### config.mk
export PLATFORM = sky130hd
export DESIGN_NAME = neighbor_select
export DESIGN_NICKNAME = d
export VERILOG_FILES = /design/src/hdl/routing_pkg.sv /design/src/hdl/neighbor_select.sv
export SDC_FILE = /design/constraint.sdc
export NUM_CORES = 1
export LEC_CHECK = 0
export BUFFER_PORTS_ARGS = -buffer_cell sky130_fd_sc_hd__buf_2
export CORE_MARGIN = 2
export CORE_UTILIZATION = 33
export CTS_BUF_LIST = sky130_fd_sc_hd__clkbuf_4 sky130_fd_sc_hd__clkbuf_8
export CTS_CLUSTER_SIZE = 8
export DETAILED_ROUTE_END_ITERATION = 16
export SLEW_MARGIN = 10
export SYNTH_ARGS = -nofsm -noshare
export SYNTH_HDL_FRONTEND = slang
export SYNTH_SLANG_ARGS = --single-unit
### constraint.sdc
create_clock -name clock -period 5.1 [get_ports clock]
set_input_delay 0 -clock clock [delete_from_list [all_inputs] [get_ports clock]]
set_output_delay 0 -clock clock [all_outputs]
set_load 0.005 [all_outputs]
### src/hdl/routing_pkg.sv
`default_nettype none

package routing_pkg;

	typedef logic [15:0] word_t;	// one memory word
	typedef logic [15:0] qvalue_t;	// route value in 11.5 fixed point

	// inputs of one route request, held by the user until done
	typedef struct packed {
		qvalue_t mybest;	// best value of this node
		word_t besthop;	// hop through the best neighbor
		qvalue_t bestvalue;	// value reported by the best neighbor
		word_t bestneighbor_id;	// id of the best neighbor
	} policy_request_t;

	// host written settings of the policy
	typedef struct packed {
		word_t my_node_id;
		word_t epsilon_step;	// epsilon decay per explore
	} policy_config_t;

	// byte addresses in node memory
	localparam word_t EPSILON_ADDR = 16'h0004;
	localparam word_t NEIGHBOR_LIST_ADDR = 16'h0668;	// 2 bytes per entry
	localparam word_t NEIGHBOR_COUNT_ADDR = 16'h068C;

	localparam word_t NO_HOP = 16'd65;	// stands for no next hop

	// thresholds around mybest
	localparam logic [15:0] LOW_FACTOR = 16'hFFBE;	// 0.999 in 0.16
	localparam logic [16:0] HIGH_FACTOR = 17'h10042;	// 1.001 in 1.16

endpackage

`default_nettype wire

### src/hdl/neighbor_select.sv
`timescale 1ns/10ps
`default_nettype none

module neighbor_select
	import routing_pkg::*;
(
	input wire logic clock,
	input wire logic nrst,
	input wire logic sel_start,	// one cycle pulse
	input wire logic [3:0] draw,	// random draw to reduce
	input wire word_t count,	// better neighbor count
	output word_t index,	// draw mod count
	output logic sel_done	// one cycle pulse with index
);

	logic busy;
	word_t rem;	// running remainder
	word_t cnt;	// count latched at start

	word_t cur_rem;
	word_t cur_cnt;
	logic active;
	logic finish;

	// the start cycle already does the first compare
	assign cur_rem = sel_start ? {12'd0, draw} : rem;
	assign cur_cnt = sel_start ? count : cnt;
	assign active = sel_start || busy;
	// zero count ends at once with index 0
	assign finish = active && ((cur_cnt == '0) || (cur_rem < cur_cnt));

	always_ff @(posedge clock) begin
		if (!nrst) begin
			busy <= 1'b0;
			sel_done <= 1'b0;
		end else begin
			busy <= active && !finish;
			sel_done <= finish;	// high for one cycle only
		end
	end

	// remainder steps down by count each cycle
	always_ff @(posedge clock) begin
		if (active) begin
			cnt <= cur_cnt;
			rem <= cur_rem - cur_cnt;
		end
		if (finish) begin
			index <= (cur_cnt == '0) ? '0 : cur_rem;
		end
	end

endmodule

`default_nettype wire

==> results_dict.tcl <==
set metrics [dict create \
    status "complete, no violations" \
    cts_tree "done" \
    fmax_mhz 346.1 \
    drt-met1-wl_um 2863 \
    hold_class "input pin to flop" \
    io_pins 40 \
    ant_nets 0 \
    max-slew-margin-rel 0.3930 \
    diodes 0 \
    startpoint_type "input pin" \
    tns_ps 0 \
    finish.instance_area_um2 3385 \
    drc 0 \
    numCtsBuffers 5 \
    synth_nets 295 \
    drt_first_iter_violations 110 \
    viasPerCell 4.934 \
    vias 2008 \
    maxCapViolations 0 \
    cp-startpoint "sel_start" \
    path_class "input pin to flop" \
    wl_um 6040 \
    antenna_found_initial 0 \
    io_buffers 39 \
    drive_above_1_share 0.2074 \
    grt_pass1_wl_um 9660 \
    worstHoldStart "count[5]" \
    r2r-start "cnt[0]" \
    wl_met2_um 2879 \
    wl_per_cell_um 14.84 \
    grt_start_max_net_pins 38 \
    yosysSeqAreaShare 0.5066 \
    setup_violations 0 \
    r2r_setup_slack_ps 2360 \
    topRoutingLayerUsed "met4" \
    synth_warnings 0 \
    clk_path_buf_depth 2 \
    nNetsFinal 338 \
    chipWidth_um 98.13 \
    vdd_drop_max_uv 126.0 \
    rsz0062_at_grt "no" \
    ys_seq_elements 50 \
    fp-row-count 34 \
    synth_ff_type "edfxtp_1" \
    total_power_uw 1479 \
    dp_hpwl_um 4680 \
    p_leak_uw 0.001428 \
    area_growth_pct 15.75 \
    fin_worst_skew_ps 3.362 \
    synthCells 255 \
    clk_latency_ps 300 \
    synth_edf_count 48 \
    track_usage 0.1273 \
    hold_violations 0 \
    critPathMaxFanout 37 \
    place_congestion 0.8181 \
    path_clk_slew_ps 90 \
    synth-async-reset-ratio 0 \
    die_h_um 98.13 \
    core_region_area_um2 8636 \
    post-cts-setup-buffers 0 \
    syn_area_um2 2924 \
    yosysUniqueCellTypes 51 \
    drtPass1Iterations 4 \
    numClockSinks 50 \
    initial_core_util 0.3386 \
    die-area_um2 9630 \
    grt_overflow 0 \
    avgSynthCellArea_um2 11.47 \
    cts-htree-levels 2 \
    period_needed_ps 2890 \
    fin_crit_sh 0.5666 \
    grt_pass1_vias 1970 \
    arrival_ps 2950 \
    postPlaceCellArea_um2 3242 \
    final-max-slew-violation-count 0 \
    worstMarginPinSlew_ps 910.5 \
    crit_required_ps 5160 \
    cellPowerDensity_nw_per_um2 437.0 \
    critPathCaptureType "flop" \
    root_buffer "clkbuf_8" \
    route.met3.wl_um 175 \
]
cells in the final DEF (no fill, tap or decap), drive strengths merged, types with 7 or more instances in the layout:
cell type,instances
a21oi,11
xnor2,8
nor2b,27
buf,41
o21ai,7
edfxtp,48
inv,23
nor4,7
nand2,11
nor2,15
mux2i,20
ha,16
report_power, final:
| part | total, µW | internal (µW) | switching, µW |
|---|---|---|---|
| clock network | 326 | 194 | 132 |
| registers | 622 | 598 | 23.4 |
| logic | 531 | 232 | 299 |
synthesized netlist by cell type, types with 2 or more instances:
cell type  number  area (µm²)
a21o_1          4       30.03
a21oi_1         8       40.04
a21oi_2         2       17.52
a31oi_1         3       18.77
and3_1          2       12.51
buf_2           4       20.02
clkbuf_1        2       7.510
dfxtp_1         2       40.04
edfxtp_1       48        1441
ha_1           16       200.2
inv_1          22       82.58
mux2i_1        20       200.2
nand2_1        11       41.29
nand2b_1        3       18.77
nand4_1         3       18.77
nor2_1         15       56.30
nor2b_1        26       162.7
nor3_1          6       30.03
nor3b_1         3       22.52
nor4_1          6       37.54
nor4b_1         2       17.52
o211ai_1        2       15.01
o21a_1          3       22.52
o21ai_0         3       15.01
o21ai_1         2       10.01
o21ai_2         2       17.52
o21bai_1        2       15.01
xnor2_1         8       70.07
xor2_1          3       26.28
through the flow:
| stage | setup slack (ps) | hold slack (ps) | util | instances |
|---|---|---|---|---|
| 2_1_floorplan | 2411 | 145.9 | - | 255 |
| 3_3_place_gp | 1967 | 250.0 | 0.3754 | 398 |
| 3_5_place_dp | 1890 | 255.4 | 0.3754 | 398 |
| 4_1_cts | 2216 | 34.67 | 0.3919 | 407 |
| 5_1_grt | 1999 | 49.26 | 0.3919 | 407 |
| 6_report | 2210 | 43.70 | 0.3919 | 407 |
state kept, by name, summed over array words and instances, names as in the netlist:
signal    cells
cnt          16
sel_done      1
index        16
busy          1
rem          16
logic make-up after synthesis:
logic type	count (synthesis)	synth area share
buffers and inverters	29	0.03894
XOR/XNOR	11	0.03295
AND/OR/NAND/NOR	83	0.1613
adder cells (fa/ha/maj)	17	0.07531
AO/OA/AOI/OAI	44	0.1125
flip-flops	50	0.5066
multiplexers	21	0.07231
per-layer routing:
layer / GRT usage / vias up
met2: 0.2160 / 31
met1: 0.1652 / 943
met3: 0.01933 / 11
met4: 0.04742 / 0
li1: - / 1023
met5: 0 / -
cell type report:
| class | count | area (µm²) |
|---|---|---|
| clock inverter | 3 | 63.81 |
| tap | 108 | 135.1 |
| inverter | 23 | 86.33 |
| timing repair buffer | 42 | 220.2 |
| sequential | 50 | 1481 |
| clock buffer | 5 | 68.82 |
| multi-input combinational | 176 | 1329 |
| fill | 848 | 5251 |
final timing paths:
| path | end | cells after the start |
|---|---|---|
| setup / recovery | index[3] | 10 |
| setup reg to reg | index[3] | 9 |
| hold / removal | cnt[5] | 3 |
| hold reg to reg | sel_done | 2 |
critical path, stage by stage:
cell and delay, ps:
buf_2 680, mux2_2 440, ha_1 230, fa_1 430, nand2b_1 180, a21oi_1 250, o211ai_1 140, a31oi_1 280
nor2_1 70, buf_4 210
what timing repair did:
action | CTS | global route
hold buffers | 1 | 0
endpoints found under the hold margin | 2 | 0
resized for setup | 0 | 0
(Power assumes the default switching activity.)
