--- src/hdl/routing_pkg.sv ---
`default_nettype none

package routing_pkg;

	typedef logic [15:0] word_t;	// one memory word
	typedef logic [15:0] qvalue_t;	// route value in 11.5 fixed point

	// inputs of one route request, held by the user until done
	typedef struct packed {
		qvalue_t mybest;	// best value of this node
		word_t besthop;	// hop through the best neighbor
		qvalue_t bestvalue;	// value reported by the best neighbor
		word_t bestneighbor_id;	// id of the best neighbor
	} policy_request_t;

	// host written settings of the policy
	typedef struct packed {
		word_t my_node_id;
		word_t epsilon_step;	// epsilon decay per explore
	} policy_config_t;

	// byte addresses in node memory
	localparam word_t EPSILON_ADDR = 16'h0004;
	localparam word_t NEIGHBOR_LIST_ADDR = 16'h0668;	// 2 bytes per entry
	localparam word_t NEIGHBOR_COUNT_ADDR = 16'h068C;

	localparam word_t NO_HOP = 16'd65;	// stands for no next hop

	// thresholds around mybest
	localparam logic [15:0] LOW_FACTOR = 16'hFFBE;	// 0.999 in 0.16
	localparam logic [16:0] HIGH_FACTOR = 17'h10042;	// 1.001 in 1.16

endpackage

`default_nettype wire

--- src/hdl/winner_policy.sv ---
`timescale 1ns/10ps
`default_nettype none

module winner_policy
	import routing_pkg::*;
#(
	parameter int mem_depth = 2048
) (
	input wire logic clock,
	input wire logic nrst,
	input wire logic start,	// begins a request from idle
	input wire logic restart,	// back to idle from done
	input wire policy_request_t request,
	input wire policy_config_t cfg,
	// node memory policy port
	output logic [$clog2(mem_depth)-1:0] pol_addr,
	output word_t pol_wdata,
	output logic pol_we,
	input wire word_t pol_rdata,
	// random generator and neighbor select
	output logic rng_en,
	input wire logic [3:0] draw,
	output logic sel_start,
	input wire word_t index,
	input wire logic sel_done,
	output logic done,	// level, held until restart
	output word_t next_hop
);

	localparam int aw = $clog2(mem_depth);

	typedef enum logic [3:0] {
		S_DONE_WAIT,
		S_IDLE,
		S_DRAW,	// lfsr steps
		S_EPS,	// latch draw and epsilon
		S_DECIDE,	// explore or exploit
		S_MULT,	// exploit products
		S_CMP,
		S_RESULT,
		S_COUNT,	// explore, count on the bus
		S_SELECT,	// wait for the list index
		S_LIST,
		S_WSETUP,
		S_WRITE,	// epsilon written back
		S_FINISH
	} state_t;

	state_t state;

	logic [3:0] draw_q;	// explore draw
	word_t eps_q;	// epsilon from memory
	logic [32:0] left_q;	// bestvalue in 12.21
	logic [31:0] low_q;	// mybest * 0.999 in 11.21
	logic [32:0] high_q;	// mybest * 1.001 in 12.21
	logic win_low;
	logic win_close;
	logic other_id;	// best neighbor is not this node

	always_ff @(posedge clock) begin
		if (!nrst) begin
			state <= S_DONE_WAIT;
			done <= 1'b0;
			next_hop <= NO_HOP;
			pol_we <= 1'b0;
			rng_en <= 1'b0;
			sel_start <= 1'b0;
		end else begin
			rng_en <= 1'b0;	// strobes default low
			sel_start <= 1'b0;
			pol_we <= 1'b0;
			case (state)
				S_DONE_WAIT: begin
					if (restart) begin
						state <= S_IDLE;
						done <= 1'b0;
						next_hop <= NO_HOP;
					end
				end
				S_IDLE: begin
					if (start) begin
						rng_en <= 1'b1;	// fresh draw for the epsilon test
						state <= S_DRAW;
					end
				end
				S_DRAW: state <= S_EPS;
				S_EPS: state <= S_DECIDE;
				S_DECIDE: begin
					if ({12'd0, draw_q} < eps_q) begin
						rng_en <= 1'b1;	// second draw feeds the select
						state <= S_COUNT;
					end else begin
						state <= S_MULT;
					end
				end
				S_MULT: state <= S_CMP;
				S_CMP: state <= S_RESULT;
				S_RESULT: begin
					// clear win, or close win through another node
					if (win_low || (win_close && other_id))
						next_hop <= request.besthop;
					else
						next_hop <= NO_HOP;
					state <= S_FINISH;
				end
				S_COUNT: begin
					sel_start <= 1'b1;	// select latches count from pol_rdata
					state <= S_SELECT;
				end
				S_SELECT: if (sel_done) state <= S_LIST;
				S_LIST: begin
					next_hop <= pol_rdata;	// picked neighbor id
					state <= S_WSETUP;
				end
				S_WSETUP: begin
					pol_we <= 1'b1;	// single write of epsilon
					state <= S_WRITE;
				end
				S_WRITE: state <= S_FINISH;
				S_FINISH: begin
					done <= 1'b1;
					state <= S_DONE_WAIT;
				end
				default: state <= S_DONE_WAIT;
			endcase
		end
	end

	// datapath registers follow the state
	always_ff @(posedge clock) begin
		case (state)
			S_DRAW: pol_addr <= aw'(EPSILON_ADDR);
			S_EPS: begin
				draw_q <= draw;
				eps_q <= pol_rdata;
			end
			S_DECIDE: pol_addr <= aw'(NEIGHBOR_COUNT_ADDR);
			S_MULT: begin
				left_q <= {1'b0, request.bestvalue, 16'h0000};
				low_q <= request.mybest * LOW_FACTOR;
				high_q <= request.mybest * HIGH_FACTOR;
			end
			S_CMP: begin
				win_low <= left_q < {1'b0, low_q};
				win_close <= left_q < high_q;
				other_id <= request.bestneighbor_id != cfg.my_node_id;
			end
			S_SELECT: begin
				if (sel_done)
					pol_addr <= aw'(NEIGHBOR_LIST_ADDR + {index[14:0], 1'b0});
			end
			S_LIST: begin
				// epsilon decays, floored at zero
				if (eps_q < cfg.epsilon_step)
					pol_wdata <= '0;
				else
					pol_wdata <= eps_q - cfg.epsilon_step;
			end
			S_WSETUP: pol_addr <= aw'(EPSILON_ADDR);
			default: ;
		endcase
	end

endmodule

`default_nettype wire

--- config.mk ---
export PLATFORM = sky130hd
export DESIGN_NAME = winner_policy
export DESIGN_NICKNAME = d
export VERILOG_FILES = /design/src/hdl/routing_pkg.sv /design/src/hdl/winner_policy.sv
export SDC_FILE = /design/constraint.sdc
export NUM_CORES = 1
export LEC_CHECK = 0
export ABC_AREA = 0
export BUFFER_PORTS_ARGS = -buffer_cell sky130_fd_sc_hd__buf_2
export CORE_ASPECT_RATIO = 1.75
export CORE_MARGIN = 4
export CORE_UTILIZATION = 54
export CTS_CLUSTER_SIZE = 16
export DETAILED_ROUTE_END_ITERATION = 16
export HOLD_SLACK_MARGIN = 0.02
export PLACE_DENSITY_LB_ADDON = 0.05
export SYNTH_ARGS = -nofsm -noshare
export SYNTH_HDL_FRONTEND = slang
export SYNTH_SLANG_ARGS = --single-unit
--- constraint.sdc ---
create_clock -name clock -period 6.2 [get_ports clock]
set_input_delay 0.93 -clock clock [delete_from_list [all_inputs] [get_ports clock]]
set_output_delay 0.93 -clock clock [all_outputs]
set_load 0.1 [all_outputs]
==> metrics.md <==
| Metric | Value |
|---|---|
| Outcome | completed |
| Max Slew Vio Count | 0 |
| Largest net degree at the start of global routing | 79 |
| Yosys warns | 0 |
| CP Launch Type | input pin |
| Complex-gate fraction of the synthesized area | 12.75% |
| Multiplexer share of the synthesized area | 0% |
| Worst min path class | register to register |
| Post-synth EDFFs | 127 |
| Synth top area share | 27.31% |
| Count leader, synth | ha_1 |
| Global-route wire length before repair | 52.83 mm |
| Antenna fix cells | 0 |
| R2R setup slack | 3370 ps |
| CP Max Fanout | 5 |
| I/O pin count | 184 |
| Dpl ws | -340.7 ps |
| Latest clock arrival within the worst-skew pair | 430 ps |
| Adder-cell share of the synthesized area | 35.75% |
| Initial antenna violation count | 0 |
| Xor/xnor share of the synthesized area | 5.394% |
| CTS buffer count | 17 |
| Gr ovfl total | 0 |
| Rows | 77 |
| DR WL met2 | 19.84 mm |
| Endpoints failing setup | 0 |
| Syn_area_per_cell | 10.78 um^2 |
| Netlist Area Pre-Place | 0.01396 mm^2 |
| Achievable Freq | 165.8 MHz |
| Clk buf depth | 2 |
| Crit path DAT | 6210 ps |
| Crit. End Element | register |
| Cell area after layout | 0.01665 mm^2 |
| Simple-gate area share of the yosys netlist | 8.996% |
| Drt wl/cell | 17.76 um |
| Starting Density | 55.11% |
| # DRC | 0 |
| Vias in the first global route | 10789 |
| Die Ht | 220.7 um |
| Final WL | 33.99 mm |
| Worst Tran Pin Value | 983.0 ps |
| Critical path type | input pin to register |
| Largest cells by area after synthesis | edfxtp_1, ha_1, fa_1, inv_1, dfxtp_1 |
| Worst Path Required | 6380 ps |
| Post-route ant nets | 0 |
| Clock Sink Count | 151 |
| TritonRoute pass-1 iters | 6 |
| Area added between synthesis and finish | 19.22% |
| Seq cells post-synth | 151 |
| Vias | 10402 |
| CTS clk-pin slew, worst paths | 60 ps |
| GP Congestion | 0.9105 |
| Post-synth top flop | edfxtp_1 |
| Vias per cell | 5.435 |
| Fin crit share | 97.27% |
| Largest family of logic cells by synthesized area | adder cells |
| Post-synthesis sequential area ratio | 30.75% |
| Max-slew headroom | 34.11% |
| Htree depth | 4 |
| Synth unique cells | 70 |
| Highest routed metal layer | met4 |
| Initial drt markers | 544 |
| DR WL met3 | 1.199 mm |
| Layout cell share with drive strength beyond 1 | 22.03% |
| CTS tree | built |
| IO buf count | 176 |
| GR Util All Layers | 24.22% |
| Clock skew | 6.972 ps |
| Setup WS post-layout | 169.4 ps |
| Root Buffer | clkbuf_16 |
| Crit path time final | 6031 ps |
| M1 WL | 11.62 mm |
| Nets@finish | 2052 |
| Final hold violations | 0 |
| Core area | 0.02534 mm^2 |
| Post-DP Area | 0.01605 mm^2 |
| DIE AREA | 0.02860 mm^2 |
| Max Cap Viol | 0 |
| Leading area contributor after synthesis | edfxtp_1 |
| Die W | 129.6 um |
| Syn_nets | 1762 |
| Hpwl dp | 29.23 mm |
| Synth cell count leaders | ha_1, inv_1, edfxtp_1 |
| Worst reg-to-reg path cell count | 10 |
| Unrepaired setup endpoints after global routing | no |
| Async S/R FF share, synth | 0% |
| Hold path cells | 2 |
| Cell count after synthesis | 1295 |
## flip-flops by register name (all words and copies together), names as in the netlist, 4 cells and up
register and cells:
high_q 32, next_hop 16, left_q 16, eps_q 16, low_q 30, draw_q 4, state 4, pol_wdata 16
pol_addr 10
## layout by cell type, fill, tap and decap left out, types with 16 or more instances in the layout
cell,synthesis,final
nor3_1,20,18
ha_1,215,214
nand2_1,41,41
nor2b_1,26,25
fa_1,115,113
edfxtp_1,127,127
buf_4,2,116
xor2_1,49,49
nor2_1,49,49
a211oi_1,16,16
a21oi_1,63,62
buf_2,4,176
xnor2_1,37,37
clkbuf_16,0,17
inv_1,210,209
dfxtp_1,24,24
nand2b_1,16,16
o21ai_0,51,50
a21o_1,42,42
## area by class of cell
cell class              count  area (um^2)
multi-input cells         912         8833
fillers                  2097         8690
flip-flops and latches    151         4294
repair buffers            293         1772
inverters                 210        788.3
clock buffers              19        432.9
well taps                 316        395.4
clock inverters            13        132.6
## repair_timing
action,CTS,global route
hold buffers,0,0
setup endpoints to repair,0,5
buffers inserted,0,0
hold endpoints to repair,0,0
resized for setup,0,9
## cells by family (layout without fill, tap and decap cells)
family | Yosys count | count (layout)
fa+ha+maj | 330 | 330
compound gates | 259 | 259
simple gates | 236 | 236
buf+inv | 232 | 535
flops | 151 | 151
xor+xnor | 86 | 86
other cells | 1 | 1
## through the flow
stage | cells | setup TNS, ps | hold slack (ps) | util [%]
6_report | 1914 | 0 | 488.9 | 65.71
5_1_grt | 1914 | 0 | 544.5 | 65.71
4_1_cts | 1914 | 0 | 490.9 | 65.59
3_5_place_dp | 1882 | -2586 | 475.6 | 63.35
3_3_place_gp | 1882 | -1679 | 468.1 | 63.35
2_1_floorplan | 1295 | 0 | 501.5 | -
## critical path, stage by stage
cell,delay [ps]
buf_2,130
buf_12,130
fa_1,430
buf_4,190
fa_1,480
fa_1,530
fa_1,530
fa_1,540
inv_1,50
fa_1,490
inv_1,40
ha_1,340
a21oi_1,160
o21ai_0,180
a2bb2oi_2,190
o21ai_2,120
or3_4,370
a311oi_2,280
xnor2_1,100
## final timing paths
kind	startpoint	endpoint
min reg2reg	next_hop[0]$_SDFFE_PN1P_	next_hop[0]$_SDFFE_PN1P_
max reg2reg	eps_q[0]$_DFFE_PP_	pol_wdata[14]$_SDFFCE_PN0P_
min	next_hop[0]$_SDFFE_PN1P_	next_hop[0]$_SDFFE_PN1P_
max	request[51]	low_q[30]$_DFFE_PP_
## per-layer routing
layer	GRT usage (%)	up-vias
li1	-	5113
met1	23.70	4984
met2	48.93	237
met3	3.261	68
met4	10.44	0
met5	0	-
Power is left out: the tool's default activity adds up to more than one toggle a clock period on the data nets, which glitch-free logic cannot reach.
