$ cat config.mk
export PLATFORM = sky130hd
export DESIGN_NAME = policy_config
export DESIGN_NICKNAME = d
export VERILOG_FILES = /design/src/hdl/routing_pkg.sv /design/src/hdl/policy_config.sv
export SDC_FILE = /design/constraint.sdc
export NUM_CORES = 1
export LEC_CHECK = 0
export ABC_AREA = 1
export ABC_CLOCK_PERIOD_IN_PS = 1610
export BUFFER_PORTS_ARGS = -buffer_cell sky130_fd_sc_hd__buf_2
export CORE_MARGIN = 4
export CORE_UTILIZATION = 46
export DETAILED_ROUTE_END_ITERATION = 6
export PLACE_DENSITY = 0.83
export SLEW_MARGIN = 25
export SYNTH_ARGS = -nofsm -noshare
export SYNTH_HDL_FRONTEND = slang
export SYNTH_SLANG_ARGS = --single-unit
$ cat constraint.sdc
create_clock -name clock -period 1.61 [get_ports clock]
set_clock_uncertainty 0.2 [all_clocks]
set_input_delay 0.2415 -clock clock [delete_from_list [all_inputs] [get_ports clock]]
set_output_delay 0.2415 -clock clock [all_outputs]
set_load 0.005 [all_outputs]
$ cat src/hdl/routing_pkg.sv
`default_nettype none

package routing_pkg;

	typedef logic [15:0] word_t;	// one memory word
	typedef logic [15:0] qvalue_t;	// route value in 11.5 fixed point

	// inputs of one route request, held by the user until done
	typedef struct packed {
		qvalue_t mybest;	// best value of this node
		word_t besthop;	// hop through the best neighbor
		qvalue_t bestvalue;	// value reported by the best neighbor
		word_t bestneighbor_id;	// id of the best neighbor
	} policy_request_t;

	// host written settings of the policy
	typedef struct packed {
		word_t my_node_id;
		word_t epsilon_step;	// epsilon decay per explore
	} policy_config_t;

	// byte addresses in node memory
	localparam word_t EPSILON_ADDR = 16'h0004;
	localparam word_t NEIGHBOR_LIST_ADDR = 16'h0668;	// 2 bytes per entry
	localparam word_t NEIGHBOR_COUNT_ADDR = 16'h068C;

	localparam word_t NO_HOP = 16'd65;	// stands for no next hop

	// thresholds around mybest
	localparam logic [15:0] LOW_FACTOR = 16'hFFBE;	// 0.999 in 0.16
	localparam logic [16:0] HIGH_FACTOR = 17'h10042;	// 1.001 in 1.16

endpackage

`default_nettype wire

$ cat src/hdl/policy_config.sv
`timescale 1ns/10ps
`default_nettype none

module policy_config
	import routing_pkg::*;
(
	input wire logic clock,
	input wire logic nrst,
	input wire logic cfg_we,	// host write strobe
	input wire policy_config_t cfg_data,
	output policy_config_t cfg	// settings seen by the policy
);

	word_t step_in;

	// a zero step would leave epsilon stuck, so it becomes 1
	assign step_in = (cfg_data.epsilon_step == '0) ? 16'd1 : cfg_data.epsilon_step;

	// both fields are written together
	always_ff @(posedge clock) begin
		if (!nrst) begin
			cfg <= '0;
		end else if (cfg_we) begin
			cfg.my_node_id <= cfg_data.my_node_id;
			cfg.epsilon_step <= step_in;
		end
	end

	// the node id decides whether a close best neighbor is usable
	// the step is subtracted from epsilon after every explore
	// values hold until the next host write

endmodule

`default_nettype wire

==> results of run 1 <==
==> worst max-delay path, delay by kind of cell <==
family | cells | cell delay [ns]
AO/OA/AOI/OAI | 1 | 0.11
AND/OR/NAND/NOR | 4 | 0.35
buffers and inverters | 2 | 0.72
==> cells by family (layout without fill, tap and decap cells) <==
kind of cell	Yosys count	count (layout)	share of synthesized area
compound gates	33	33	0.141
buf+inv	10	109	0.0640
flops	32	32	0.546
simple gates	78	78	0.249
==> per-stage QoR <==
stage | utilization | area [um2]
5_1_grt | 0.774 | 1900
6_report | 0.774 | 1900
3_3_place_gp | 0.605 | 1490
2_1_floorplan | - | 1170
3_5_place_dp | 0.605 | 1490
4_1_cts | 0.774 | 1900
==> Yosys cell counts (all sizes together) <==
cell    count  area share
nor2       73        0.23
nand2       5       0.016
clkbuf      6       0.032
buf         3       0.029
a21oi       1      0.0043
inv         1      0.0032
o21ai      32        0.14
dfxtp      32        0.55
==> power groups by stage <==
stage / clock (uW) / combinational [uW] / sequential [uW]
final: 687 / 279 / 873
after global routing: 717 / 309 / 879
after CTS: 693 / 274 / 871
after detailed placement: 0 / 213 / 888
after global placement: 0 / 208 / 887
after floorplan: 0 / 97.0 / 894
==> per-layer routing <==
metal  track usage  wire length (um)  vias up
li1              -                 -      680
met1         0.249              1390      597
met2         0.389              1880       65
met3        0.0614               305       12
met4         0.119               104        0
met5             0                 0        -
==> area by class of cell <==
class / instances / area share
clock buffer: 7 / 0.0342
clock inverter: 1 / 0.0158
inverter: 1 / 0.00197
multi-input combinational: 111 / 0.241
sequential: 32 / 0.337
tap: 30 / 0.0197
timing repair buffer: 100 / 0.350
==> how the worst max path moves through the flow <==
stage | to | slack [ns] | depth (start not counted)
6_report | cfg[0]$_SDFFE_PN0P_ | 0.26 | 7
5_1_grt | cfg[0]$_SDFFE_PN0P_ | 0.18 | 7
4_1_cts | cfg[0]$_SDFFE_PN0P_ | 0.32 | 7
3_5_place_dp | cfg[0]$_SDFFE_PN0P_ | 0.35 | 4
3_3_place_gp | cfg[0]$_SDFFE_PN0P_ | 0.37 | 4
2_1_floorplan | cfg[10]$_SDFFE_PN0P_ | 0.73 | 3
==> results.md, run 1 <==
* Slew Limit Fails at 0
* Die height at 58.5 um
* Register area at 641 um2
* Initial core utilization at 0.478
* ANT cells at 0
* Vias in the first global route at 1309
* Postcts setup bufs at 0
* Cell area after synthesis at 1170 um2
* HP Class: primary input to flop
* Crit path DAT at 1.43 ns
* PD cells at 968 nW/um2
* Total grt overflow at 0
* Leak at 0.000950 uW
* Final Wtd Congestion at 0.729
* Fill count at 190
* Nets at 286
* Core area at 2450 um2
* Worst IR Drop VDD at 859 uV
* Beginning of the critical path: cfg_data[9]
* CP Cell Sequence: dlygate4sd3_1, buf_2, nor2_1, nand2_1, nor2_1, nand2_1, a21oi_1
* Syn_area_per_cell at 7.67 um2
* Highest Clock Rate at 743 MHz
* Max stage delay on crit path at 0.57 ns
* Most common cell after layout, fill and taps aside: nor2_1
* Die width at 58.5 um
* Final Cycle Share at 0.836
* Routed len/inst at 13.1 um
* Clock slew at reported path FFs at 0.11 ns
* CTS Buf Count at 5
* CTS resizes at 0
* Multi-input gate area at 458 um2
* Via/cell ratio at 4.80
* Outcome: finished, final reports clean
* CP Data Required Time at 1.69 ns
* Min-delay src: nrst
* Reg2Reg Depth at 2
* Comb power frac at 0.151
* Final hold slack at 0.166 ns
* R2R Path Start: cfg[2]$_SDFFE_PN0P_
* R2R Path End: cfg[2]$_SDFFE_PN0P_
* Yosys reg bits at 32
* Reg power frac at 0.475
* Setup CP Type: primary input to flop
* CTS HTree Levels at 2
* CTS Sinks at 32
* Net Sw Frac at 0.234
* Yosys cell types at 9
* Largest net degree at the start of global routing at 33
* Slowest cell on the critical path: dlygate4sd3_1
* Die Area at 3420 um2
* Hold-fix buffers, CTS at 32
* TNS Setup at 0 ns
* Final worst path period need at 1.35 ns
* # port buffers at 66
* Least-Margin Pin Slew at 0.512 ns
* Yosys warnings at 0
* Total chip power at 1840 uW
* Cell Count, Final, Fillers Out at 282
* Row count at 18
* DR pass1 iterations at 4
* First-pass GRT wire length at 5750 um
* Final setup vio count at 0
* Share of layout cells above drive strength 1 at 0.306
* Clk_lat worst skew at 0.34 ns
* Nature of the critical path endpoint: flop
* Vias at 1354
* Clock group share of total power at 0.374
* Initial antenna violation count at 0
* Cell internal pwr at 1410 uW
* HPWL after DPL at 2060 um
* Longest Clk Path Bufs at 2
* Most frequent cells in the layout: 73 x nor2_1, 66 x buf_2, 32 x o21ai_0, 32 x dfxtp_1, 32 x dlygate4sd3_1
* Post-Syn Instances at 153
* Crit Path Max Fanout at 2
* Wirelength, routed at 3690 um
* Max reg flops at 32
* Worst Hold End: cfg[19]$_SDFFE_PN0P_
* Pre-CTS setup slack at 0.354 ns
* Relative slew slack at 0.658
* DRT iter0 DRCs at 31
* Total track usage at 0.225
* CTS tree: built
* Final Hold Vio Count at 0
* Area delta synth->final at 61.9%
* Antenna Nets Post-Route at 0
* Biggest regs: cfg x32
* Final setup margin at 0.264 ns
* Flop-to-flop setup slack at 0.70 ns
* MaxCap Viol Count at 0
* Hold Crit Depth at 3
* CP Launch Type: primary input
* Placed insts at 242
* Syn Nets at 188
* NetSw at 430 uW
* Top reg by flops: cfg
* RSZ-0062 raised after global routing: false
* Clk root buf: clkbuf_4
* DRC violations left at 0
* # IOs at 67
* Register area share after synthesis at 0.546
Note: power is estimated with default switching activity, not from simulation.
==> inputs of run 2 (changes only) <==
--- a/config.mk
+++ b/config.mk
@@ -6,12 +6,12 @@
 export NUM_CORES = 1
 export LEC_CHECK = 0
 export ABC_AREA = 1
-export ABC_CLOCK_PERIOD_IN_PS = 1610
+export ABC_CLOCK_PERIOD_IN_PS = 1300
 export BUFFER_PORTS_ARGS = -buffer_cell sky130_fd_sc_hd__buf_2
 export CORE_MARGIN = 4
-export CORE_UTILIZATION = 46
+export CORE_UTILIZATION = 42
 export DETAILED_ROUTE_END_ITERATION = 6
-export PLACE_DENSITY = 0.83
+export PLACE_DENSITY = 0.77
 export SLEW_MARGIN = 25
 export SYNTH_ARGS = -nofsm -noshare
 export SYNTH_HDL_FRONTEND = slang
==> constraint.sdc (replaced) <==
create_clock -name clock -period 1.3 [get_ports clock]
set_clock_uncertainty 0.2 [all_clocks]
set_input_delay 0.195 -clock clock [delete_from_list [all_inputs] [get_ports clock]]
set_output_delay 0.195 -clock clock [all_outputs]
set_load 0.005 [all_outputs]
==> run 2 against run 1 <==
Against the previous run: clock power fell by 14%; final area fell by 0.20%; highest routed layer unchanged; non-clock buffer count rose by 1; global-route usage fell by 1.1 points; via count fell by 1.8%.
==> results.md, run 2 (synthesized netlist as in run 1, its figures left out) <==
* Design area at 1900 um2
* Longest Clk Path Bufs at 2
* Vias at 1330
* Slew Limit Fails at 0
* Die width at 60.9 um
* ANT cells at 0
* CP Data Required Time at 1.37 ns
* TNS Setup at 0 ns
* HP Class: primary input to flop
* Top reg by flops: cfg
* Die height at 60.9 um
* Routed wl met2 at 1810 um
* Total grt overflow at 0
* CP Launch Type: primary input
* Vias in the first global route at 1306
* Most frequent cells in the layout: 73 x nor2_1, 66 x buf_2, 32 x o21ai_0, 32 x dfxtp_1, 32 x dlygate4sd3_1
* # IOs at 67
* Final Wtd Congestion at 0.686
* DRC violations left at 0
* Row count at 18
* Final setup vio count at 0
* Total track usage at 0.214
* First-pass GRT wire length at 5800 um
* Biggest regs: cfg x32
* Post-place instance area at 1520 um2
* Initial antenna violation count at 0
* Setup CP Type: primary input to flop
* Most common cell after layout, fill and taps aside: nor2_1
* Crit Path Max Fanout at 2
* Nature of the critical path endpoint: flop
* HPWL after DPL at 2100 um
* Wirelength, routed at 3580 um
* Clock slew at reported path FFs at 0.09 ns
* Top layer in use: met4
* Cell Count, Final, Fillers Out at 283
* Leak at 0.000945 uW
* Clk root buf: clkbuf_4
* DRT iter0 DRCs at 81
* CTS Buf Count at 5
* Final worst path period need at 1.21 ns
* CTS tree: built
* Flop-to-flop setup slack at 0.41 ns
* Largest net degree at the start of global routing at 33
* Max reg flops at 32
* Postcts setup bufs at 0
* MaxCap Viol Count at 0
* Highest Clock Rate at 830 MHz
* CTS HTree Levels at 2
* Final Cycle Share at 0.927
* CTS Sinks at 32
* Final Hold Vio Count at 0
* CTS resizes at 0
* DR pass1 iterations at 4
* Clk_lat worst skew at 0.32 ns
* Share of layout cells above drive strength 1 at 0.300
* Via/cell ratio at 4.70
* Initial core utilization at 0.457
* Least-Margin Pin Slew at 0.443 ns
* Crit path DAT at 1.27 ns
* Final hold slack at 0.110 ns
* Outcome: finished, final reports clean
* Routed len/inst at 12.7 um
* PD cells at 1070 nW/um2
* # port buffers at 66
* Core area at 2570 um2
* Met1 wire length at 1400 um
* Relative slew slack at 0.705
* Metal3 WL at 303 um
* Die Area at 3700 um2
* Area delta synth->final at 61.6%
* Worst IR Drop VDD at 900 uV
* Nets at 287
* RSZ-0062 raised after global routing: false
* Placed insts at 243
* Antenna Nets Post-Route at 0
* Hold-fix buffers, CTS at 32
-- run 2: cell types whose count changed in the layout (fill, tap and decap cells not counted) --
| cell | previous run | this run |
|---|---|---|
| buf_12 | 0 | 2 |
| clkbuf_8 | 2 | 1 |
| buf_4 | 2 | 1 |
| clkbuf_1 | 0 | 2 |
| bufinv_16 | 1 | 0 |
-- run 2: path summary, 6_finish.rpt --
check	depth (start not counted)	from	endpoint
worst max-delay path	7	cfg_data[8]	cfg[0]$_SDFFE_PN0P_
worst min-delay path	3	cfg_we	cfg[24]$_SDFFE_PN0P_
worst max register to register	2	cfg[5]$_SDFFE_PN0P_	cfg[5]$_SDFFE_PN0P_
worst min register to register	2	cfg[29]$_SDFFE_PN0P_	cfg[29]$_SDFFE_PN0P_
-- run 2: report_power, final --
group	switching, uW	internal, uW	total, uW
combinational	159	196	355
clock	322	267	589
sequential	31.8	1050	1080
-- run 2: metal layers --
metal / global-route usage / up-vias
met3: 0.0681 / 8
met5: 0 / -
met4: 0.0774 / 0
met2: 0.383 / 56
met1: 0.235 / 583
li1: - / 683
-- run 2: worst max-delay path, cell delays in order --
cell,delay (ns)
dlygate4sd3_1,0.53
buf_2,0.13
nor2_1,0.11
nand2_1,0.06
nor2_1,0.09
nand2_1,0.05
a21oi_1,0.10
-- run 2: cell type report --
class / count / area, um2
timing repair buffer: 101 / 698
fill: 215 / 671
sequential: 32 / 641
multi-input combinational: 111 / 458
clock buffer: 8 / 58.8
tap: 30 / 37.5
inverter: 1 / 3.75
-- run 2: through the flow --
step,setup WS [ns],total power (uW),util
finish,0.0947,2020,0.739
global route,0.0129,2140,0.739
CTS,0.0944,2030,0.739
detailed placement,0.159,1370,0.591
global placement,0.160,1370,0.591
floorplan,0.465,1230,-
==> inputs of run 3 (changes only) <==
--- a/config.mk
+++ b/config.mk
@@ -8,7 +8,7 @@
 export ABC_AREA = 1
 export ABC_CLOCK_PERIOD_IN_PS = 1300
 export BUFFER_PORTS_ARGS = -buffer_cell sky130_fd_sc_hd__buf_2
-export CORE_MARGIN = 4
+export CORE_MARGIN = 2
 export CORE_UTILIZATION = 42
 export DETAILED_ROUTE_END_ITERATION = 6
 export PLACE_DENSITY = 0.77
==> run 3 against run 2 <==
Against the previous run: clock power decreased by 15%; sequential power about the same; setup slack got worse by 0.032 ns; utilization decreased by 4.8 points; global-route usage decreased by 1.3 points; non-clock buffer count decreased by 2; sequential share of layout area increased by 0.43 points; die area decreased by 13%; critical endpoint unchanged; largest cell class unchanged.
==> results.md, run 3 (synthesized netlist as in run 1, its figures left out) <==
* Setup CP Type: primary input to flop
* Post-place instance area at 1500 um2
* Biggest regs: cfg x32
* Worst IR Drop VDD at 931 uV
* Die width at 56.9 um
* Postcts setup bufs at 0
* Nets at 285
* Wirelength, routed at 3330 um
* Clk root buf: clkbuf_4
* Final setup vio count at 0
* Clock slew at reported path FFs at 0.09 ns
* Slew Limit Fails at 0
* DRC violations left at 0
* # IOs at 67
* Antenna Nets Post-Route at 0
* Outcome: finished, final reports clean
* Share of layout cells above drive strength 1 at 0.316
* Least-Margin Pin Slew at 0.529 ns
* Total chip power at 1920 uW
* Design area at 1870 um2
* Vias at 1304
* Largest net degree at the start of global routing at 33
* Crit path DAT at 1.29 ns
* DR pass1 iterations at 4
* Final Core Density at 0.691
* Initial core utilization at 0.433
* Flop-to-flop setup slack at 0.42 ns
* Row count at 19
* Leak at 0.000927 uW
* Highest Clock Rate at 808 MHz
* Longest Clk Path Bufs at 2
* Max reg flops at 32
* Final hold slack at 0.0903 ns
* Die Area at 3230 um2
* Final Wtd Congestion at 0.715
* CTS tree: built
* Final Hold Vio Count at 0
* CTS Buf Count at 5
* Most common cell after layout, fill and taps aside: nor2_1
* CTS Sinks at 32
* PD cells at 1030 nW/um2
* Initial antenna violation count at 0
* Area delta synth->final at 59.6%
* Clk_lat worst skew at 0.32 ns
* CP Data Required Time at 1.35 ns
* Total grt overflow at 0
* Via/cell ratio at 4.64
* Die height at 56.9 um
* CTS HTree Levels at 2
* Vias in the first global route at 1172
* Most frequent cells in the layout: 68 x nor2_1, 65 x buf_2, 32 x o21ai_0, 32 x dfxtp_1, 32 x dlygate4sd3_1
* ANT cells at 0
* Crit Path Max Fanout at 2
* Final Cycle Share at 0.952
* Fill count at 234
* Core area at 2710 um2
* HPWL after DPL at 1900 um
* DRT iter0 DRCs at 39
* Top reg by flops: cfg
* CP Launch Type: primary input
* Relative slew slack at 0.647
* First-pass GRT wire length at 5000 um
* Routed len/inst at 11.8 um
* MaxCap Viol Count at 0
* Final worst path period need at 1.24 ns
* HP Class: primary input to flop
* Total track usage at 0.200
* Nature of the critical path endpoint: flop
* # port buffers at 66
-- run 3: changes by cell type in the layout (fill, tap and decap cells not counted) --
cell / before / now
buf_2: 66 / 65
nor2_1: 73 / 68
buf_12: 2 / 1
nor2_2: 0 / 5
clkinv_2: 0 / 1
clkbuf_1: 2 / 1
clkbuf_8: 1 / 0
-- run 3: worst paths after layout --
| path | from | end | cells past startpoint |
|---|---|---|---|
| setup / recovery | cfg_data[10] | cfg[0]$_SDFFE_PN0P_ | 7 |
| hold / removal | nrst | cfg[22]$_SDFFE_PN0P_ | 4 |
| setup reg to reg | cfg[8]$_SDFFE_PN0P_ | cfg[8]$_SDFFE_PN0P_ | 2 |
| hold reg to reg | cfg[22]$_SDFFE_PN0P_ | cfg[22]$_SDFFE_PN0P_ | 2 |
-- run 3: metrics by stage --
step | cells | setup TNS, ns | worst slack [ns]
2_1_floorplan | 153 | 0 | 0.465
3_3_place_gp | 243 | 0 | 0.132
6_report | 281 | 0 | 0.0623
4_1_cts | 282 | 0 | 0.0670
3_5_place_dp | 243 | 0 | 0.115
5_1_grt | 281 | -0.0110 | -0.0110
-- run 3: power by group --
part | internal, uW | total, uW | switching [uW]
sequential | 1050 | 1080 | 31.8
combinational | 191 | 346 | 155
clock | 199 | 498 | 300
total | 1440 | 1920 | 486
-- run 3: layer usage --
layer,track usage,share of wire,up-vias
met5,0,0,-
met4,0.0797,0.014,0
met3,0.0438,0.060,7
met2,0.372,0.52,51
met1,0.218,0.41,566
li1,-,-,680
-- run 3: what timing repair did --
action,CTS,global route
gates resized for setup,0,5
hold endpoints to repair,32,0
hold buffers,32,0
setup endpoints to repair,0,1
-- run 3: final cells by class --
type	count	area [um2]	share of cell area
clock inverter	1	5.00	0.00267
multi-input combinational	111	470	0.251
sequential	32	641	0.342
inverter	1	3.75	0.00200
clock buffer	6	41.3	0.0220
tap	31	38.8	0.0207
timing repair buffer	99	673	0.359
-- run 3: worst max-delay path, cell delays in order --
cell,delay (ns)
dlygate4sd3_1,0.56
buf_2,0.14
nor2_2,0.09
nand2_1,0.06
nor2_2,0.08
nand2_1,0.06
a21oi_1,0.10
