## src/hdl/lfsr_rng.sv

```systemverilog
`timescale 1ns/10ps
`default_nettype none

module lfsr_rng (
	input wire logic clock,
	input wire logic nrst,
	input wire logic rng_en,	// one step per enabled cycle
	output logic [3:0] draw
);

	// x^16 + x^14 + x^13 + x^11 + 1, maximal length
	localparam logic [15:0] taps = 16'hB400;
	localparam logic [15:0] seed = 16'hACE1;	// any nonzero value works

	logic [15:0] lfsr;
	logic [15:0] shifted;
	logic [15:0] feedback;

	// galois form shifting right
	// the bit that falls out toggles the tap positions
	assign shifted = {1'b0, lfsr[15:1]};
	assign feedback = lfsr[0] ? taps : 16'h0000;

	always_ff @(posedge clock) begin
		if (!nrst) begin
			lfsr <= seed;	// all zero would lock up
		end else if (rng_en) begin
			lfsr <= shifted ^ feedback;
		end
	end

	// low nibble is the draw
	// new value is visible the cycle after rng_en
	assign draw = lfsr[3:0];

endmodule

`default_nettype wire

```

## config.mk

```make
export PLATFORM = sky130hd
export DESIGN_NAME = lfsr_rng
export DESIGN_NICKNAME = d
export VERILOG_FILES = /design/src/hdl/lfsr_rng.sv
export SDC_FILE = /design/constraint.sdc
export NUM_CORES = 1
export LEC_CHECK = 0
export BUFFER_PORTS_ARGS = -buffer_cell sky130_fd_sc_hd__buf_2
export CAP_MARGIN = 25
export CORE_MARGIN = 2
export CORE_UTILIZATION = 45
export CTS_CLUSTER_DIAMETER = 60
export DETAILED_ROUTE_END_ITERATION = 6
export MAX_ROUTING_LAYER = met4
export SYNTH_ARGS = -nofsm -noshare
export SYNTH_HDL_FRONTEND = slang
export SYNTH_SLANG_ARGS = --single-unit
```

## constraint.sdc

```tcl
create_clock -name clock -period 0.95 [get_ports clock]
set_input_delay 0.1425 -clock clock [delete_from_list [all_inputs] [get_ports clock]]
set_output_delay 0.1425 -clock clock [all_outputs]
set_load 0.01 [all_outputs]
```

==> results of run 1 <==
cell families (layout without fill, tap and decap cells):
| kind of cell | after synthesis | count (layout) | share of synthesized area |
|---|---|---|---|
| mux | 13 | 13 | 0.1966 |
| flops | 16 | 16 | 0.4839 |
| xor+xnor | 3 | 3 | 0.03970 |
| buf+inv | 8 | 12 | 0.1115 |
| compound gates | 4 | 4 | 0.03779 |
| simple gates | 16 | 16 | 0.1304 |
cells in the mapped netlist, drive strengths merged:
cell / n
xnor2: 3
dfxtp: 16
nor2b: 7
o21ai: 1
buf: 7
mux2i: 13
a22oi: 2
nor2: 2
nand2: 6
clkbuf: 1
and2: 1
a21oi: 1
per-layer routing:
metal / vias up / GRT usage / wire length, µm
met5: - / - / 0
met4: 0 / 0.1125 / 14
met3: 2 / 0.04310 / 27
met2: 4 / 0.1538 / 352
met1: 166 / 0.1614 / 473
li1: 199 / - / -
final timing paths:
path | startpoint | end | slack [ns] | cells after the start
setup reg to reg | lfsr[0] | lfsr[12] | 0.08 | 3
hold reg to reg | lfsr[5] | lfsr[5] | 0.48 | 2
setup / recovery | lfsr[0] | draw[0] | 0.05 | 1
hold / removal | nrst | lfsr[5] | 0.15 | 2
through the flow:
stage          utilization  setup slack [ns]  total power (µW)  hold slack, ns  instance area, µm²
2_1_floorplan            -            0.1831             880.5          0.2707               661.9
3_3_place_gp        0.4925            0.1396             892.9          0.4454               656.9
3_5_place_dp        0.4925            0.1346             894.9          0.4512               656.9
4_1_cts             0.5281          0.008762              1338          0.1479               704.4
5_1_grt             0.5310          0.005405              1387          0.1477               708.2
6_report            0.5310           0.05062              1315          0.1520               708.2
repair_timing:
| action | 4_1_cts | 5_1_grt |
|---|---|---|
| buffers inserted | 1 | 0 |
| setup endpoints to repair | 1 | 3 |
| resized for setup | 2 | 3 |
| endpoints found under the hold margin | 0 | 0 |
report_power, final:
part | total (µW) | switching [µW] | internal, µW
logic | 140 | 64.2 | 76.0
registers | 741 | 25.5 | 715
clock network | 434 | 201 | 233
final cells by class:
type / count / share of cell area
timing repair buffer: 8 / 0.08127
sequential: 16 / 0.4629
multi-input combinational: 36 / 0.3781
tap: 15 / 0.02650
clock buffer: 4 / 0.05124
==> flow_metrics.py, run 1 <==
metrics = {
    "run_status": {
        "status": "complete, no violations",
    },
    "synthesis": {
        "ys.warnings.count": 0,
        "yosysTopAreaCellShare": 0.4839,
        "syn_area_per_cell_um2": 11.03,
        "synth_cells": 60,
        "synth_top_area_cell": "dfxtp_1",
        "synth_nets": 63,
        "ys_ff_latch": 16,
        "yosys-top-cells-area": "dfxtp_1, mux2i_1, nor2b_1, buf_4, xnor2_1",
        "ys_seq_area_frac": 0.4839,
        "synth_area_um2": 661.9,
        "yosysUniqueCellTypes": 14,
    },
    "floorplan": {
        "initial_utilization": 0.4962,
        "dieWidth_um": 42.35,
        "ios": 7,
        "die_h_um": 42.35,
        "fp.dieArea_um2": 1794,
        "row_count": 13,
        "core_area_um2": 1334,
    },
    "layout": {
        "largest_registers": "lfsr x16",
        "fill_cells": 130,
        "drive_gt1_frac": 0.2969,
        "multiInputGateArea_um2": 267.8,
        "layout_commonest_cell": "mux2i_1",
        "register_area_um2": 327.8,
        "layout.cells.non_filler": 79,
        "syn2layout_area_growth_pct": 6.994,
        "final_nets": 68,
        "n_antenna_cell": 0,
        "final_cell_mix": "mux2i_1, dfxtp_1, nor2b_1",
        "largest-register": "lfsr",
        "largest_reg_flops": 16,
    },
    "sta": {
        "hold_viol_final": 0,
        "min_period_over_period": 0.9467,
        "maxSlewViolCount": 0,
        "clock.fmax_mhz": 1112,
        "slew_headroom": 0.8324,
        "rsz0062_at_grt": "no",
        "fin_skew_ns": 0.002629,
        "fin_setup_tns_ns": 0,
        "tightest_slew_ns": 0.2514,
        "post-route-min-period_ns": 0.8994,
        "setup_viol": 0,
    },
    "cts": {
        "clkTransAtPathRegs_ns": 0.09,
        "cts_tree": "yes",
        "numCtsBuffers": 3,
        "cts_hold_buf": 0,
        "cts_buffer_depth": 2,
        "clock-sinks": 16,
        "cts_root_buf": "clkbuf_4",
        "h-tree-depth": 1,
        "clock_latency_ns": 0.28,
    },
    "grt": {
        "track_usage": 0.1269,
        "grt_max_degree": 19,
        "grt_pass1_vias": 368,
        "antenna_found_initial": 0,
        "grt-ovfl-total": 0,
        "grt_pass1_wl_um": 1580,
    },
    "place": {
        "gp_congestion": 0.6780,
        "portBuffers": 6,
        "post-dp-hpwl_um": 565.4,
        "placed_cells": 74,
    },
    "worst_setup_path": {
        "cp-start-kind": "flop",
        "crit_arrival_ns": 0.76,
        "slowest_delay_ns": 0.35,
        "worstPathMaxFanout": 2,
        "end_kind": "output pin",
        "path_buf_inv": 1,
        "path_cells": "buf_2",
        "cp_top_family": "flip-flops",
        "critPathSlowestCell": "dfxtp_4",
        "worstSetupPathType": "flop to output pin",
        "crit_required_ns": 0.81,
    },
    "run": {
        "drv_cap": 0,
    },
    "detailed_routing": {
        "dr.first_iter.drc_count": 5,
        "ant_nets": 0,
        "drc": 0,
        "via_per_inst": 4.696,
        "avgRoutedWirePerCell_um": 10.97,
        "totalWireLength_um": 867,
        "vias": 371,
        "drtPass1Iterations": 2,
    },
    "pwr": {
        "leakage_uw": 0.0003155,
        "power.density_nw_per_um2": 1856,
        "peakVddDrop_mv": 1.050,
    },
    "worst_hold_path": {
        "hold_class": "primary input to flop",
    },
}
No activity file was read; power rests on OpenSTA's default activity.
==> run 2, diff against run 1 <==
--- a/config.mk
+++ b/config.mk
@@ -8,7 +8,7 @@
 export BUFFER_PORTS_ARGS = -buffer_cell sky130_fd_sc_hd__buf_2
 export CAP_MARGIN = 25
 export CORE_MARGIN = 2
-export CORE_UTILIZATION = 45
+export CORE_UTILIZATION = 25
 export CTS_CLUSTER_DIAMETER = 60
 export DETAILED_ROUTE_END_ITERATION = 6
 export MAX_ROUTING_LAYER = met4
==> constraint.sdc (replaced) <==
create_clock -name clock -period 0.95 [get_ports clock]
set_input_delay 0.1425 -clock clock [delete_from_list [all_inputs] [get_ports clock]]
set_output_delay 0.1425 -clock clock [all_outputs]
set_load 0.02 [all_outputs]
==> run 2 against run 1 <==
Clock skew fell by 0.0022 ns. Worst setup slack got worse by 0.0020 ns. Final area rose by 8.3%. Total power rose by 1.6%. Core utilization fell by 22 points. Register-to-register slack improved by 0.02 ns. Sequential power barely moved. Critical path depth did not move. Clock power rose by 0.9%. Critical path type unchanged. Largest power group unchanged.
==> flow_metrics.py, run 2 (synthesis gave the netlist of run 1 again) <==
metrics = {
    "layout": {
        "n_antenna_cell": 0,
        "largest_registers": "lfsr x16",
        "largest-register": "lfsr",
        "syn2layout_area_growth_pct": 15.88,
        "register_area_um2": 327.8,
        "multiInputGateArea_um2": 267.8,
        "final_cell_mix": "mux2i_1, dfxtp_1, nor2b_1",
        "final_nets": 71,
        "drive_gt1_frac": 0.3284,
        "largest_reg_flops": 16,
        "fill_cells": 261,
        "layout_commonest_cell": "mux2i_1",
        "final_area_um2": 767.0,
    },
    "worst_setup_path": {
        "worstSetupPathType": "flop to output pin",
        "path_buf_inv": 1,
        "critPathSlowestCell": "dfxtp_2",
        "slowest_delay_ns": 0.33,
        "cp_top_family": "flip-flops",
        "crit_arrival_ns": 0.76,
        "ff2ff_setup_slack_ns": 0.10,
        "crit_required_ns": 0.81,
        "end_kind": "output pin",
        "reg2reg_depth": 3,
        "worstPathMaxFanout": 2,
        "cp-start-kind": "flop",
        "crit_cells": 1,
        "path_cells": "buf_4",
    },
    "cts": {
        "numCtsBuffers": 3,
        "cts_hold_buf": 0,
        "h-tree-depth": 1,
        "cts_tree": "yes",
        "clock_latency_ns": 0.28,
        "clkTransAtPathRegs_ns": 0.09,
        "clock-sinks": 16,
        "cts_buffer_depth": 2,
        "cts_root_buf": "clkbuf_4",
    },
    "sta": {
        "setup_ws_ns": 0.04861,
        "finalHoldWorstSlack_ns": 0.1543,
        "tightest_slew_ns": 0.2549,
        "rsz0062_at_grt": "no",
        "min_period_over_period": 0.9488,
        "maxSlewViolCount": 0,
        "clock.fmax_mhz": 1109,
        "fin_skew_ns": 0.0004079,
        "fin_setup_tns_ns": 0,
        "slew_headroom": 0.8301,
        "post-route-min-period_ns": 0.9014,
        "setup_viol": 0,
        "hold_viol_final": 0,
    },
    "detailed_routing": {
        "drc": 0,
        "dr.first_iter.drc_count": 1,
        "via_per_inst": 3.969,
        "ant_nets": 0,
        "totalWireLength_um": 894,
        "vias": 385,
        "avgRoutedWirePerCell_um": 9.216,
        "drtPass1Iterations": 3,
    },
    "pwr": {
        "pwr-share-clk": 0.328,
        "intPower_uw": 1035,
        "swShare": 0.2255,
        "power.density_nw_per_um2": 1742,
        "pwr-share-comb": 0.118,
        "finalPower_uw": 1336,
        "p_seq_frac": 0.554,
        "p_switching_uw": 301.3,
        "leakage_uw": 0.0003349,
        "peakVddDrop_mv": 0.7374,
    },
    "place": {
        "portBuffers": 6,
        "placed_area_um2": 675.6,
        "pre_cts_ws_ns": 0.1289,
        "gp_congestion": 0.6535,
        "post-dp-hpwl_um": 583.8,
    },
    "grt": {
        "grt_pass1_vias": 341,
        "grt_max_degree": 19,
        "track_usage": 0.06750,
        "grt-ovfl-total": 0,
        "antenna_found_initial": 0,
        "grt_pass1_wl_um": 1504,
    },
    "run": {
        "drv_cap": 0,
    },
    "floorplan": {
        "fp.dieArea_um2": 3075,
        "row_count": 18,
        "die_h_um": 55.46,
        "initial_utilization": 0.2648,
        "ios": 7,
        "core_area_um2": 2500,
        "dieWidth_um": 55.46,
    },
    "worst_hold_path": {
        "whs_path_depth": 2,
        "hold_class": "primary input to flop",
    },
    "run_status": {
        "status": "complete, no violations",
    },
}
run 2: changes by cell type in the layout (fill, tap and decap cells not counted), sizes merged:
cell and delta:
buf +3
run 2: repair_timing:
item | in CTS | in global routing
gates resized for setup | 9 | 2
setup buffers | 1 | 3
gates cloned | 0 | 0
setup endpoints to repair | 4 | 4
run 2: final timing paths:
| kind | start | to |
|---|---|---|
| max reg2reg | lfsr[0] | lfsr[13] |
| min reg2reg | lfsr[5] | lfsr[5] |
| min | nrst | lfsr[11] |
| max | lfsr[2] | draw[2] |
run 2: final cells by class:
class                      count  area share
sequential                    16      0.4274
multi-input combinational     36      0.3491
timing repair buffer          11      0.1272
tap                           30     0.04894
clock buffer                   4     0.04731
run 2: power groups by stage:
| stage | combinational (µW) | sequential (µW) | clock [µW] |
|---|---|---|---|
| final | 157 | 741 | 438 |
| after global routing | 170 | 747 | 496 |
| after CTS | 151 | 742 | 470 |
| after detailed placement | 138 | 762 | 0 |
| after global placement | 136 | 760 | 0 |
| after floorplan | 136 | 750 | 0 |
run 2: per-stage QoR:
step,utilization,std cells
final,0.3068,97
after global routing,0.3068,97
after CTS,0.2948,94
after detailed placement,0.2703,89
after global placement,0.2703,89
after floorplan,-,60
run 2: routing by layer:
layer | wire, µm | track usage | vias up
li1 | - | - | 204
met1 | 409 | 0.06590 | 175
met5 | 0 | - | -
met4 | 0 | 0.03136 | 0
met2 | 438 | 0.09524 | 6
met3 | 46 | 0.05621 | 0
==> run 3, diff against run 2 <==
--- a/config.mk
+++ b/config.mk
@@ -7,11 +7,12 @@
 export LEC_CHECK = 0
 export BUFFER_PORTS_ARGS = -buffer_cell sky130_fd_sc_hd__buf_2
 export CAP_MARGIN = 25
-export CORE_MARGIN = 2
-export CORE_UTILIZATION = 25
+export CORE_AREA = 2 2 39 41
 export CTS_CLUSTER_DIAMETER = 60
 export DETAILED_ROUTE_END_ITERATION = 6
+export DIE_AREA = 0 0 41 43
 export MAX_ROUTING_LAYER = met4
+export PLACE_DENSITY = 0.69
 export SYNTH_ARGS = -nofsm -noshare
 export SYNTH_HDL_FRONTEND = slang
 export SYNTH_SLANG_ARGS = --single-unit
==> run 3 against run 2 <==
Worst setup slack worse by 0.0039 ns. Highest routed layer is now met4. Via count fell by 0.26%. Final area shrank 5.5%. Global-route usage increased by 6.2 points. Sequential power barely moved. Register-to-register slack better by 0.02 ns.
==> flow_metrics.py, run 3 (synthesis gave the netlist of run 1 again) <==
metrics = {
    "layout": {
        "largest_registers": "lfsr x16",
        "largest-register": "lfsr",
        "final_cell_mix": "mux2i_1, dfxtp_1, nor2b_1",
        "layout_commonest_cell": "mux2i_1",
        "n_antenna_cell": 0,
        "drive_gt1_frac": 0.3077,
        "largest_reg_flops": 16,
        "syn2layout_area_growth_pct": 9.452,
        "fill_cells": 130,
        "final_nets": 70,
    },
    "worst_setup_path": {
        "crit_required_ns": 0.81,
        "r2r-start": "lfsr[0]",
        "worstPathMaxFanout": 3,
        "worstSetupPathType": "flop to output pin",
        "reg2reg_depth": 3,
        "slowest_delay_ns": 0.35,
        "cp-start-kind": "flop",
        "cp_top_family": "flip-flops",
        "path_cells": "buf_4",
        "path_buf_inv": 1,
        "end_kind": "output pin",
        "critPathSlowestCell": "dfxtp_2",
        "ff2ff_setup_slack_ns": 0.12,
        "r2r_end": "lfsr[10]",
        "crit_arrival_ns": 0.76,
    },
    "cts": {
        "cts_tree": "yes",
        "clock-sinks": 16,
        "cts_root_buf": "clkbuf_4",
        "numCtsBuffers": 3,
        "h-tree-depth": 1,
        "cts_buffer_depth": 2,
        "clkTransAtPathRegs_ns": 0.08,
        "cts_hold_buf": 0,
        "clock_latency_ns": 0.27,
    },
    "pwr": {
        "peakVddDrop_mv": 0.8450,
        "power.density_nw_per_um2": 1701,
        "pwr-share-clk": 0.269,
        "p_switching_uw": 282.7,
        "intPower_uw": 949.8,
        "p_seq_frac": 0.603,
        "finalPower_uw": 1232,
        "pwr-share-comb": 0.128,
        "swShare": 0.2294,
        "leakage_uw": 0.0003202,
    },
    "detailed_routing": {
        "via_per_inst": 4.741,
        "dr.first_iter.drc_count": 2,
        "drtPass1Iterations": 2,
        "drc": 0,
        "avgRoutedWirePerCell_um": 11.26,
        "vias": 384,
        "totalWireLength_um": 912,
        "ant_nets": 0,
    },
    "place": {
        "gp_congestion": 0.6269,
        "post-dp-hpwl_um": 620,
        "portBuffers": 6,
    },
    "grt": {
        "grt_pass1_vias": 337,
        "track_usage": 0.1297,
        "grt_pass1_wl_um": 1449,
        "grt-ovfl-total": 0,
        "grt_max_degree": 19,
        "antenna_found_initial": 0,
    },
    "floorplan": {
        "initial_utilization": 0.4783,
        "fp.dieArea_um2": 1763,
        "die_h_um": 43,
        "core_area_um2": 1384,
        "dieWidth_um": 41,
        "ios": 7,
        "row_count": 14,
    },
    "sta": {
        "rsz0062_at_grt": "no",
        "fin_setup_tns_ns": 0,
        "slew_headroom": 0.8985,
        "maxSlewViolCount": 0,
        "post-route-min-period_ns": 0.9053,
        "fin_skew_ns": 0.004361,
        "tightest_slew_ns": 0.1480,
        "hold_viol_final": 0,
        "min_period_over_period": 0.9529,
        "setup_viol": 0,
        "clock.fmax_mhz": 1105,
    },
    "worst_hold_path": {
        "hold_class": "primary input to flop",
        "min-delay-start": "nrst",
        "min_to": "lfsr[11]",
        "whs_path_depth": 2,
    },
    "run_status": {
        "status": "complete, no violations",
    },
    "run": {
        "drv_cap": 0,
    },
}
==> run 3: final cells by class <==
type	count	area, µm²	area share
tap	16	20.02	0.02763
clock buffer	3	22.52	0.03109
multi-input combinational	36	267.8	0.3696
timing repair buffer	10	86.33	0.1192
sequential	16	327.8	0.4525
==> run 3: metrics by stage <==
step / worst slack [ns] / instances / hold WS, ns / util / area (µm²)
detailed placement: 0.1259 / 76 / 0.3743 / 0.4810 / 665.6
global route: 0.006505 / 81 / 0.08252 / 0.5235 / 724.4
CTS: 0.002743 / 79 / 0.08548 / 0.5090 / 704.4
finish: 0.04471 / 81 / 0.09212 / 0.5235 / 724.4
floorplan: 0.1831 / 60 / 0.2707 / - / 661.9
global placement: 0.1336 / 76 / 0.3659 / 0.4810 / 665.6
==> run 3: per-layer routing <==
metal / vias up / global-route usage / share of wire
li1: 203 / - / -
met1: 172 / 0.1551 / 0.49
met2: 7 / 0.1781 / 0.45
met3: 2 / 0.07853 / 0.044
met4: 0 / 0.04000 / 0.012
met5: - / - / 0
==> run 3: power by group through the flow <==
stage | logic (µW) | registers (µW) | clock network [µW]
finish | 158 | 744 | 331
global placement | 140 | 760 | 0
CTS | 148 | 747 | 344
floorplan | 136 | 750 | 0
detailed placement | 143 | 762 | 0
global route | 175 | 748 | 371
==> run 3: what timing repair did <==
| action | CTS | global route |
|---|---|---|
| gates resized for setup | 7 | 3 |
| endpoints found under the setup margin | 3 | 3 |
| setup buffers | 0 | 2 |
| cloned | 0 | 0 |
==> run 3: worst max-delay path by stage <==
| stage | slack, ns | end | startpoint | cells past startpoint |
|---|---|---|---|---|
| after floorplan | 0.18 | lfsr[10] | lfsr[0] | 3 |
| after detailed placement | 0.13 | lfsr[10] | rng_en | 4 |
| after global routing | 0.007 | draw[3] | lfsr[3] | 1 |
| after CTS | 0.003 | draw[1] | lfsr[1] | 1 |
| after global placement | 0.13 | lfsr[10] | rng_en | 4 |
| final | 0.04 | draw[3] | lfsr[3] | 1 |
